### src/verilog/cvt_pkg.sv
package cvt_pkg;

	////////////////////////////////////////
	// Sizes

	localparam int ROB_WIDTH = 4;  // 16 tags in flight
	localparam int N_ENTRY = 2;    // Reservation station depth

	////////////////////////////////////////
	// Enums

	// Register file that receives a result
	typedef enum logic {
		DEST_GPR = 1'b0,
		DEST_FPR = 1'b1
	} dest_e;

	// Last winner of the result bus
	typedef enum logic {
		GRANT_FTOI = 1'b0,
		GRANT_ITOF = 1'b1
	} grant_e;

endpackage
### src/verilog/cvt_cluster.sv
`timescale 1ns/1ps

module cvt_cluster (
	input  logic clk,
	input  logic reset,
	// Float-to-int issue
	input  logic ftoi_issue_valid,
	output logic ftoi_issue_ready,
	input  logic [cvt_pkg::ROB_WIDTH-1:0] ftoi_issue_tag,
	input  logic ftoi_opd_valid,
	input  logic [cvt_pkg::ROB_WIDTH-1:0] ftoi_opd_tag,
	input  logic [31:0] ftoi_opd_data,
	// Int-to-float issue
	input  logic itof_issue_valid,
	output logic itof_issue_ready,
	input  logic [cvt_pkg::ROB_WIDTH-1:0] itof_issue_tag,
	input  logic itof_opd_valid,
	input  logic [cvt_pkg::ROB_WIDTH-1:0] itof_opd_tag,
	input  logic [31:0] itof_opd_data,
	// Wake-up bus
	input  logic wake_valid,
	input  logic [cvt_pkg::ROB_WIDTH-1:0] wake_tag,
	input  logic [31:0] wake_data,
	// Result bus
	output logic res_valid,
	input  logic res_ready,
	output logic [cvt_pkg::ROB_WIDTH-1:0] res_tag,
	output logic [31:0] res_data,
	output cvt_pkg::dest_e res_dest
);
	logic ftoi_req, ftoi_grant;
	logic [cvt_pkg::ROB_WIDTH-1:0] ftoi_sel_tag;
	logic [31:0] ftoi_sel_data, ftoi_result;
	logic itof_req, itof_grant;
	logic [cvt_pkg::ROB_WIDTH-1:0] itof_sel_tag;
	logic [31:0] itof_sel_data, itof_result;

	cvt_station ftoi_rs (
		.clk(clk), .reset(reset),
		.issue_valid(ftoi_issue_valid), .issue_ready(ftoi_issue_ready),
		.issue_tag(ftoi_issue_tag),
		.opd_valid(ftoi_opd_valid), .opd_tag(ftoi_opd_tag), .opd_data(ftoi_opd_data),
		.wake_valid(wake_valid), .wake_tag(wake_tag), .wake_data(wake_data),
		.req(ftoi_req), .grant(ftoi_grant),
		.sel_tag(ftoi_sel_tag), .sel_data(ftoi_sel_data)
	);

	cvt_station itof_rs (
		.clk(clk), .reset(reset),
		.issue_valid(itof_issue_valid), .issue_ready(itof_issue_ready),
		.issue_tag(itof_issue_tag),
		.opd_valid(itof_opd_valid), .opd_tag(itof_opd_tag), .opd_data(itof_opd_data),
		.wake_valid(wake_valid), .wake_tag(wake_tag), .wake_data(wake_data),
		.req(itof_req), .grant(itof_grant),
		.sel_tag(itof_sel_tag), .sel_data(itof_sel_data)
	);

	ftoi_convert ftoi_convert (.a(ftoi_sel_data), .result(ftoi_result));
	itof_convert itof_convert (.a(itof_sel_data), .result(itof_result));

	result_arbiter result_arbiter (
		.clk(clk), .reset(reset),
		.ftoi_req(ftoi_req), .ftoi_grant(ftoi_grant),
		.ftoi_tag(ftoi_sel_tag), .ftoi_data(ftoi_result),
		.itof_req(itof_req), .itof_grant(itof_grant),
		.itof_tag(itof_sel_tag), .itof_data(itof_result),
		.res_valid(res_valid), .res_ready(res_ready),
		.res_tag(res_tag), .res_data(res_data), .res_dest(res_dest)
	);

endmodule

### src/verilog/result_arbiter.sv
`timescale 1ns/1ps

module result_arbiter (
	input  logic clk,
	input  logic reset,
	input  logic ftoi_req,
	output logic ftoi_grant,
	input  logic [cvt_pkg::ROB_WIDTH-1:0] ftoi_tag,
	input  logic [31:0] ftoi_data,
	input  logic itof_req,
	output logic itof_grant,
	input  logic [cvt_pkg::ROB_WIDTH-1:0] itof_tag,
	input  logic [31:0] itof_data,
	output logic res_valid,
	input  logic res_ready,
	output logic [cvt_pkg::ROB_WIDTH-1:0] res_tag,
	output logic [31:0] res_data,
	output cvt_pkg::dest_e res_dest
);
	cvt_pkg::grant_e last;
	logic load;
	logic pick_itof;
	logic any_grant;

	assign load = !res_valid || res_ready;  // Result register free next cycle

	// On a tie the unit that lost last time goes first
	assign pick_itof = itof_req && (!ftoi_req || last == cvt_pkg::GRANT_FTOI);
	assign ftoi_grant = load && ftoi_req && !pick_itof;
	assign itof_grant = load && pick_itof;
	assign any_grant = ftoi_grant || itof_grant;

	always_ff @(posedge clk) begin
		if (reset) begin
			res_valid <= 1'b0;
			last <= cvt_pkg::GRANT_ITOF;
		end else begin
			if (load) begin
				res_valid <= any_grant;
			end
			if (ftoi_grant) begin
				last <= cvt_pkg::GRANT_FTOI;
			end else if (itof_grant) begin
				last <= cvt_pkg::GRANT_ITOF;
			end
		end
	end

	////////////////////////////////////////
	// Result register, held under back-pressure

	always_ff @(posedge clk) begin
		if (any_grant) begin
			res_tag <= pick_itof ? itof_tag : ftoi_tag;
			res_data <= pick_itof ? itof_data : ftoi_data;
			res_dest <= pick_itof ? cvt_pkg::DEST_FPR : cvt_pkg::DEST_GPR;
		end
	end

endmodule

### src/verilog/itof_convert.sv
`timescale 1ns/1ps

module itof_convert (
	input  logic [31:0] a,
	output logic [31:0] result
);
	logic sign;
	logic [31:0] mag;
	logic [4:0] pos;
	logic [31:0] norm;
	logic guard, sticky, round_up;
	logic [24:0] sum;
	logic [7:0] exp;

	assign sign = a[31];
	assign mag = sign ? -a : a;  // -2^31 stays 0x80000000

	// Leading one
	always_comb begin
		pos = 5'd0;
		for (int i = 0; i < 32; i++) begin
			if (mag[i]) begin
				pos = i[4:0];
			end
		end
	end

	assign norm = mag << (5'd31 - pos);

	////////////////////////////////////////
	// Round to nearest even

	assign guard = norm[7];
	assign sticky = |norm[6:0];
	assign round_up = guard && (sticky || norm[8]);
	assign sum = {1'b0, norm[31:8]} + {24'd0, round_up};

	// Carry out leaves the fraction at zero either way
	assign exp = 8'd127 + {3'd0, pos} + {7'd0, sum[24]};

	assign result = (mag == 32'd0) ? 32'd0 : {sign, exp, sum[22:0]};

endmodule

### src/verilog/ftoi_convert.sv
`timescale 1ns/1ps

module ftoi_convert (
	input  logic [31:0] a,
	output logic [31:0] result
);
	logic sign;
	logic [7:0] exp;
	logic [22:0] frac;
	logic [7:0] shamt;
	logic [63:0] fixed;  // Integer in [63:32], fraction below
	logic [31:0] mag;

	assign sign = a[31];
	assign exp = a[30:23];
	assign frac = a[22:0];

	// Only meaningful for exponents 126 to 157
	assign shamt = 8'd158 - exp;
	assign fixed = {1'b1, frac, 40'd0} >> shamt;

	// Half bit set rounds the magnitude up, so ties go away from zero
	assign mag = fixed[63:32] + {31'd0, fixed[31]};

	always_comb begin
		if (exp == 8'hff && frac != 23'd0) begin
			result = 32'h7fff_ffff;  // NaN
		end else if (exp >= 8'd158) begin
			// Covers infinity, and -2^31 lands on the minimum exactly
			result = sign ? 32'h8000_0000 : 32'h7fff_ffff;
		end else if (exp < 8'd126) begin
			result = 32'd0;  // Below one half, zero and denormals
		end else begin
			result = sign ? -mag : mag;
		end
	end

endmodule

### src/verilog/cvt_station.sv
`timescale 1ns/1ps

module cvt_station (
	input  logic clk,
	input  logic reset,
	input  logic issue_valid,
	output logic issue_ready,
	input  logic [cvt_pkg::ROB_WIDTH-1:0] issue_tag,
	input  logic opd_valid,
	input  logic [cvt_pkg::ROB_WIDTH-1:0] opd_tag,
	input  logic [31:0] opd_data,
	input  logic wake_valid,
	input  logic [cvt_pkg::ROB_WIDTH-1:0] wake_tag,
	input  logic [31:0] wake_data,
	output logic req,
	input  logic grant,
	output logic [cvt_pkg::ROB_WIDTH-1:0] sel_tag,
	output logic [31:0] sel_data
);
	// Entries fill from 0 upward
	logic [cvt_pkg::N_ENTRY-1:0] ent_valid, ent_rdy;
	logic [cvt_pkg::ROB_WIDTH-1:0] ent_tag [cvt_pkg::N_ENTRY];
	logic [cvt_pkg::ROB_WIDTH-1:0] ent_opd_tag [cvt_pkg::N_ENTRY];
	logic [31:0] ent_data [cvt_pkg::N_ENTRY];

	logic [cvt_pkg::N_ENTRY-1:0] upd_rdy;
	logic [31:0] upd_data [cvt_pkg::N_ENTRY];

	logic [cvt_pkg::N_ENTRY-1:0] nxt_valid, nxt_rdy;
	logic [cvt_pkg::ROB_WIDTH-1:0] nxt_tag [cvt_pkg::N_ENTRY];
	logic [cvt_pkg::ROB_WIDTH-1:0] nxt_opd_tag [cvt_pkg::N_ENTRY];
	logic [31:0] nxt_data [cvt_pkg::N_ENTRY];

	logic new_rdy;
	logic [31:0] new_data;
	logic sel;
	logic dispatch;

	// Incoming operand may be caught on the wake-up bus in the issue cycle
	assign new_rdy = opd_valid || (wake_valid && wake_tag == opd_tag);
	assign new_data = opd_valid ? opd_data : wake_data;

	for (genvar i = 0; i < cvt_pkg::N_ENTRY; i++) begin : g_wake
		assign upd_rdy[i] = ent_rdy[i] || (wake_valid && wake_tag == ent_opd_tag[i]);
		assign upd_data[i] = ent_rdy[i] ? ent_data[i] : wake_data;
	end

	assign sel = !(ent_valid[0] && ent_rdy[0]);  // Oldest ready entry
	assign req = |(ent_valid & ent_rdy);
	assign sel_tag = ent_tag[sel];
	assign sel_data = ent_data[sel];
	assign dispatch = req && grant;
	assign issue_ready = dispatch || !ent_valid[cvt_pkg::N_ENTRY-1];

	////////////////////////////////////////
	// Next state with compaction

	always_comb begin
		for (int i = 0; i < cvt_pkg::N_ENTRY; i++) begin
			nxt_valid[i] = ent_valid[i];
			nxt_tag[i] = ent_tag[i];
			nxt_rdy[i] = upd_rdy[i];
			nxt_opd_tag[i] = ent_opd_tag[i];
			nxt_data[i] = upd_data[i];
		end

		if (dispatch && !sel && ent_valid[1]) begin
			nxt_valid[0] = 1'b1;  // Entry 1 slides down
			nxt_tag[0] = ent_tag[1];
			nxt_rdy[0] = upd_rdy[1];
			nxt_opd_tag[0] = ent_opd_tag[1];
			nxt_data[0] = upd_data[1];
		end else if (dispatch ? (!sel && !ent_valid[1]) : !ent_valid[0]) begin
			nxt_valid[0] = issue_valid;
			nxt_tag[0] = issue_tag;
			nxt_rdy[0] = new_rdy;
			nxt_opd_tag[0] = opd_tag;
			nxt_data[0] = new_data;
		end

		if (dispatch ? ent_valid[1] : (ent_valid[0] && !ent_valid[1])) begin
			nxt_valid[1] = issue_valid;
			nxt_tag[1] = issue_tag;
			nxt_rdy[1] = new_rdy;
			nxt_opd_tag[1] = opd_tag;
			nxt_data[1] = new_data;
		end else if (dispatch) begin
			nxt_valid[1] = 1'b0;
		end
	end

	always_ff @(posedge clk) begin
		if (reset) begin
			ent_valid <= '0;
		end else begin
			ent_valid <= nxt_valid;
		end
	end

	always_ff @(posedge clk) begin
		ent_rdy <= nxt_rdy;
		for (int i = 0; i < cvt_pkg::N_ENTRY; i++) begin
			ent_tag[i] <= nxt_tag[i];
			ent_opd_tag[i] <= nxt_opd_tag[i];
			ent_data[i] <= nxt_data[i];
		end
	end

endmodule

### config.mk
export PLATFORM = sky130hd
export DESIGN_NAME = cvt_cluster
export DESIGN_NICKNAME = d
export VERILOG_FILES = /design/src/verilog/cvt_pkg.sv /design/src/verilog/cvt_cluster.sv /design/src/verilog/result_arbiter.sv /design/src/verilog/itof_convert.sv /design/src/verilog/ftoi_convert.sv /design/src/verilog/cvt_station.sv
export SDC_FILE = /design/constraint.sdc
export NUM_CORES = 1
export LEC_CHECK = 0
export ABC_AREA = 1
export BUFFER_PORTS_ARGS = -buffer_cell sky130_fd_sc_hd__buf_4
export CAP_MARGIN = 20
export CORE_ASPECT_RATIO = 1.2
export CORE_MARGIN = 2
export CORE_UTILIZATION = 50
export CTS_CLUSTER_DIAMETER = 80
export DETAILED_ROUTE_END_ITERATION = 8
export HOLD_SLACK_MARGIN = 0.1
export PLACE_DENSITY = 0.75
export SETUP_SLACK_MARGIN = 0.15
export SLEW_MARGIN = 20
export SYNTH_ARGS = -nofsm -noshare
export SYNTH_HDL_FRONTEND = slang
export SYNTH_HIERARCHICAL = 1
export SYNTH_SLANG_ARGS = --single-unit
export TNS_END_PERCENT = 20
### constraint.sdc
create_clock -name clk -period 16.6 [get_ports clk]
set_input_delay 0.83 -clock clk [delete_from_list [all_inputs] [get_ports clk]]
set_output_delay 0.83 -clock clk [all_outputs]
set_load 0.05 [all_outputs]
==> impl_metrics.toml, run 1 <==
[die]
die_h_um = 224
chipWidth_um = 187
core_um2 = 39700
pin_count = 164
initial_core_util_pct = 50.7
dieArea_um2 = 42000
row_count = 80

[power_and_ir_drop]
p_int_mw = 2.01
p_comb_share_pct = 72.4
pwr-share-seq_pct = 16.3
peakVddDrop_uv = 97.5
swShare_pct = 57.1
leakage_nw = 10.7
clkPwrFrac_pct = 11.3
p_sw_mw = 2.68
power_density_nw_per_um2 = 212

[critical_path]
crit_arrival_ps = 7820
critPathMaxStageDelay_ps = 590
cp_max_fo = 39
endpoint_kind = "register"
worst-path-buf-inv = 9
required_ps = 16870
slowest_stage = "clkinv_2"
reg2reg_slack_ps = 9050
crit_top_cell = "nand2_1"
critical_path.top_delay_family = "simple AND/OR/NAND/NOR gates"
start_kind = "register"
critical_path_class = "register to register"

[synthesis]
ys_warn_count = 6
synth_cell_types = 59
netlist_area_um2 = 20200
synth_area_per_cell_um2 = 6.10
synth_area_leaders = "nand2_1 25%, edfxtp_1 20%, nand3_1 12%"
ys_ff_latch = 207
syn_inst = 3306
yosysTopAreaCell = "nand2_1"
synth_seq_area_share_pct = 27.2
syn_nets = 3440
synthFlopType = "edfxtp_1"
async_reset_ff_share_pct = 0
yosysTopAreaCellShare_pct = 25.3
synth_edf_count = 133

[routing]
highest_layer = "met4"
drc_errors = 0
wl_met1_um = 27300
ant_nets = 0
wl_met2_um = 31800
viasPerCell = 5.61
drt_iter0_drc = 2018
num_vias = 21906
drtPass1Iterations = 6
wirelength_um = 67100
wl_met3_um = 4730
wire_per_inst_um = 17.2

[sta]
tns_ps = 0
fin_skew_ps = 23.1
hold_viol = 0
fmax_mhz = 132
setup_violations = 0
finalMaxSlewViolations = 0
slew_headroom_pct = 28.4
worst_slew_pin_slew_ps = 1070
finalCriticalPeriod_ps = 7550
rsz0062_at_grt = "no"
period_share_pct = 45.5

[place]
portBuffers = 163
hpwlAfterDp_um = 50900
gp_routability_congestion = 0.966
dpl_cell_area_um2 = 21300

[global_route]
grt_pass1_vias = 20466
grt_pass1_wl_um = 106000
antenna_found_initial = 0
grtUsageTotal_pct = 31.1
grt_max_degree = 67
overflow = 0

[cts]
clock_sink_count = 207
cts.clk_slew.worst_paths_ps = 60
clock_latency_ps = 530
clockBufferDepth = 3
postCtsSetupBuffers = 0
ctsResizeCount = 0
cts_root_buffer = "clkbuf_16"
cts_buffers = 23
cts_max_level = 1
cts_tree = "yes"
hold_buffers = 0

[finish]
fill_cells = 3989
fin_nets = 3486
syn2layout_area_growth_pct = 9.43
layout_commonest_cell = "nand2_1"
finish.utilization_pct = 55.5
final_layout_size_suffix_gt1_share_pct = 13.9
final_cell_mix = "1359 x nand2_1, 495 x nand3_1, 248 x inv_1, 218 x o21ai_0, 180 x buf_4"
multi_input_area_um2 = 12700
fin_area_um2 = 22100
ff_latch_area_um2 = 5480

[job]
maxCapViolCount = 0

[worst_hold_path]
hold_path.class = "register to register"

[status]
status = "completed"
-- final timing paths --
| path | startpoint | to | depth (start not counted) |
|---|---|---|---|
| hold / removal | result_arbiter/last$_SDFFE_PP1P_ | result_arbiter/last$_SDFFE_PP1P_ | 2 |
| hold reg to reg | result_arbiter/last$_SDFFE_PP1P_ | result_arbiter/last$_SDFFE_PP1P_ | 2 |
| setup / recovery | itof_rs/ent_rdy[0]$_DFF_P_ | result_arbiter/res_data[27]$_DFFE_PP_ | 45 |
| setup reg to reg | itof_rs/ent_rdy[0]$_DFF_P_ | result_arbiter/res_data[27]$_DFFE_PP_ | 45 |
-- registers in the layout (all words and copies together) (netlist names) --
| register | cells |
|---|---|
| result_arbiter/res_valid | 1 |
| ftoi_rs/ent_tag | 8 |
| itof_rs/ent_tag | 8 |
| itof_rs/ent_rdy | 2 |
| ftoi_rs/ent_rdy | 2 |
| itof_rs/ent_data | 64 |
| ftoi_rs/ent_valid | 2 |
| result_arbiter/res_data | 32 |
| ftoi_rs/ent_data | 64 |
| itof_rs/ent_opd_tag | 8 |
| ftoi_rs/ent_opd_tag | 8 |
| itof_rs/ent_valid | 2 |
| result_arbiter/res_dest | 1 |
| result_arbiter/res_tag | 4 |
| result_arbiter/last | 1 |
-- routing by layer --
layer,global-route usage [%],vias to the layer above
met3,4.68,136
li1,-,10832
met4,14.1,0
met5,0,-
met2,53.5,838
met1,38.5,10100
-- kinds of logic after synthesis --
group                    after synthesis  synth area share, %
buffers and inverters                450                 9.88
XOR/XNOR                              36                 1.81
AND/OR/NAND/NOR                     2250                 50.1
multiplexers                          41                 2.29
flip-flops                           207                 27.2
AO/OA/AOI/OAI                        312                 8.18
adder cells (fa/ha/maj)               10                0.621
-- worst reg2reg max path, delay by kind of cell, from the launching register on --
family | cells | cell delay (ps)
AO/OA/AOI/OAI | 2 | 230
buffers and inverters | 9 | 1820
AND/OR/NAND/NOR | 30 | 3990
adder cells (fa/ha/maj) | 3 | 700
flip-flops | 1 | 330
XOR/XNOR | 1 | 240
-- per-stage QoR --
| step | hold WS [ps] | worst slack, ps | total power, mW | std cells |
|---|---|---|---|---|
| final | 481 | 9050 | 4.69 | 3902 |
| after global routing | 477 | 8160 | 5.12 | 3901 |
| after CTS | 472 | 9080 | 4.65 | 3901 |
| after detailed placement | 458 | 9090 | 4.11 | 3860 |
| after global placement | 441 | 9250 | 4.07 | 3860 |
| after floorplan | 429 | 11100 | 3.41 | 3306 |
-- final cells by class --
type                            instances  area share, %
Timing Repair Buffer                  180           6.12
Tap cell                              533           3.02
Multi-Input combinational cell       2649           57.5
Inverter                              291           4.97
Clock inverter                          9          0.476
Clock buffer                           32           3.03
Antenna cell                            1         0.0113
Sequential cell                       207           24.8
-- cell usage after synthesis, types with 20 or more instances --
master	n
nor2_2	30
nand2_2	40
nand4_1	34
inv_2	34
dfxtp_1	74
clkbuf_1	58
buf_2	53
nor2_4	20
a21oi_1	39
o21ai_1	34
xor2_1	27
edfxtp_1	133
nand3_1	495
o21ai_0	218
nand3_2	36
nor2_1	166
buf_4	21
mux2_2	41
nand2_1	1359
inv_1	248
-- power groups by stage --
stage | sequential, mW | combinational (mW) | clock, mW
global route | 0.776 | 3.79 | 0.556
floorplan | 0.863 | 2.55 | 0
global placement | 0.769 | 3.30 | 0
CTS | 0.764 | 3.35 | 0.535
finish | 0.765 | 3.39 | 0.530
detailed placement | 0.773 | 3.33 | 0
Note: power is estimated with default switching activity, not from simulation.
==> run 2: changes to the inputs <==
==> constraint.sdc (replaced) <==
create_clock -name clk -period 7.6 [get_ports clk]
set_input_delay 0.38 -clock clk [delete_from_list [all_inputs] [get_ports clk]]
set_output_delay 0.38 -clock clk [all_outputs]
set_load 0.05 [all_outputs]
==> run 2 against run 1 <==
Compared with the run above:
- sequential share of layout area down 0.26 points
- utilization increased by 0.59 points
- maximum frequency rose by 13%
- total power increased by 120%
- critical endpoint unchanged
==> impl_metrics.toml, run 2 (same netlist as run 1, synthesis figures left out) <==
[status]
status = "completed"

[cts]
cts_max_level = 1
clockBufferDepth = 3
cts.clk_slew.worst_paths_ps = 60
cts_root_buffer = "clkbuf_16"
cts_tree = "yes"
clock_latency_ps = 540
clock_sink_count = 207
cts_buffers = 23

[sta]
fmax_mhz = 150
tns_ps = 0
finalMaxSlewViolations = 0
worst_slew_pin_slew_ps = 894
timing.hold.ws_ps = 130
fin_skew_ps = 15.9
rsz0062_at_grt = "no"
setup_violations = 0
finalCriticalPeriod_ps = 6690
period_share_pct = 88.0
slew_headroom_pct = 40.3
hold_viol = 0

[critical_path]
slowest_stage = "clkinv_2"
start_kind = "register"
crit_top_cell = "nand2_1"
path_depth = 42
endpoint_kind = "register"
r2r_cells = 42
crit_path_start = "itof_rs/ent_rdy[0]$_DFF_P_"
crit_arrival_ps = 6970
critPathMaxStageDelay_ps = 410
critical_path.top_delay_family = "simple AND/OR/NAND/NOR gates"
reg2reg_from = "itof_rs/ent_rdy[0]$_DFF_P_"
worst-path-buf-inv = 8
critical_path_class = "register to register"
endpoint = "result_arbiter/res_data[27]$_DFFE_PP_"
cp_max_fo = 33
reg2reg_slack_ps = 910
required_ps = 7890
r2r_end = "result_arbiter/res_data[27]$_DFFE_PP_"

[routing]
wire_per_inst_um = 17.2
wirelength_um = 67800
viasPerCell = 5.65
ant_nets = 0
drtPass1Iterations = 9
drc_errors = 0
num_vias = 22186
drt_iter0_drc = 2041

[power_and_ir_drop]
peakVddDrop_uv = 230
leakage_nw = 10.8
power_density_nw_per_um2 = 463

[job]
maxCapViolCount = 0

[place]
gp_routability_congestion = 0.956
portBuffers = 163
dpl_cell_area_um2 = 21400
hpwlAfterDp_um = 51000

[finish]
top_regs = "ftoi_rs/ent_data (64), itof_rs/ent_data (64), result_arbiter/res_data (32)"
fin_nets = 3514
syn2layout_area_growth_pct = 10.6
final_cell_mix = "1359 x nand2_1, 495 x nand3_1, 248 x inv_1, 218 x o21ai_0, 190 x buf_4"
antennaDiodeCount = 0
fin_area_um2 = 22300
layout_commonest_cell = "nand2_1"
final_layout_size_suffix_gt1_share_pct = 14.0

[global_route]
grtUsageTotal_pct = 31.2
antenna_found_initial = 0
grt_pass1_wl_um = 106000
grt_pass1_vias = 20397
overflow = 0
grt_max_degree = 68

[die]
dieArea_um2 = 42000
pin_count = 164
die_h_um = 224
chipWidth_um = 187
core_um2 = 39700
initial_core_util_pct = 50.7
row_count = 80

[worst_hold_path]
hold_path.class = "input port to register"
run 2: cell count changes in the layout (fill, tap and decap cells not counted), sizes merged:
cell	delta
diode	-1
buf	+10
dlygate4sd3	+18
clkbuf	-1
bufinv	-1
clkinv	+2
run 2: report_power, final:
part | internal, mW | switching (mW) | leakage (nW)
Clock | 0.650 | 0.470 | 0.373
Sequential | 1.55 | 0.117 | 1.95
Combinational | 2.20 | 5.34 | 8.51
Total | 4.39 | 5.93 | 10.8
run 2: worst min path at each step:
stage	slack (ps)	cells after the start	to	from
floorplan	430	2	result_arbiter/last$_SDFFE_PP1P_	result_arbiter/last$_SDFFE_PP1P_
global placement	440	2	result_arbiter/last$_SDFFE_PP1P_	result_arbiter/last$_SDFFE_PP1P_
detailed placement	450	2	result_arbiter/last$_SDFFE_PP1P_	result_arbiter/last$_SDFFE_PP1P_
CTS	100	3	ftoi_rs/ent_valid[1]$_SDFFE_PP0P_	ftoi_issue_valid
global route	120	3	ftoi_rs/ent_valid[1]$_SDFFE_PP0P_	ftoi_issue_valid
finish	130	3	ftoi_rs/ent_valid[1]$_SDFFE_PP0P_	ftoi_issue_valid
run 2: layer usage:
layer | wire length (um) | track usage (%)
met5 | 0 | 0
met2 | 31700 | 52.3
met3 | 4830 | 3.71
met1 | 27300 | 39.3
met4 | 3970 | 16.7
run 2: what timing repair did:
item	4_1_cts	5_1_grt
buffers inserted	0	0
endpoints found under the hold margin	21	0
resized for setup	0	1
hold buffers	18	0
setup endpoints to repair	0	2
run 2: layout make-up:
cell class / count / area, um^2
timing repair buffer: 208 / 1610
clock buffer: 31 / 667
sequential: 207 / 5480
fill: 3979 / 17400
inverter: 291 / 1100
tap: 533 / 667
multi-input combinational: 2649 / 12700
clock inverter: 10 / 81.3
run 2: metrics by stage:
| step | worst slack [ps] | util, % | power, mW | cells |
|---|---|---|---|---|
| after floorplan | 2100 | - | 7.45 | 3306 |
| after global placement | 1160 | 53.8 | 8.97 | 3870 |
| final | 914 | 56.1 | 10.3 | 3929 |
| after global routing | 169 | 56.1 | 11.2 | 3929 |
| after detailed placement | 962 | 53.8 | 9.04 | 3870 |
| after CTS | 934 | 56.1 | 10.2 | 3929 |
run 2: worst min-delay path, cell delays in order:
cell and delay [ps]:
buf_4 120, nand2_1 60, a21oi_1 50
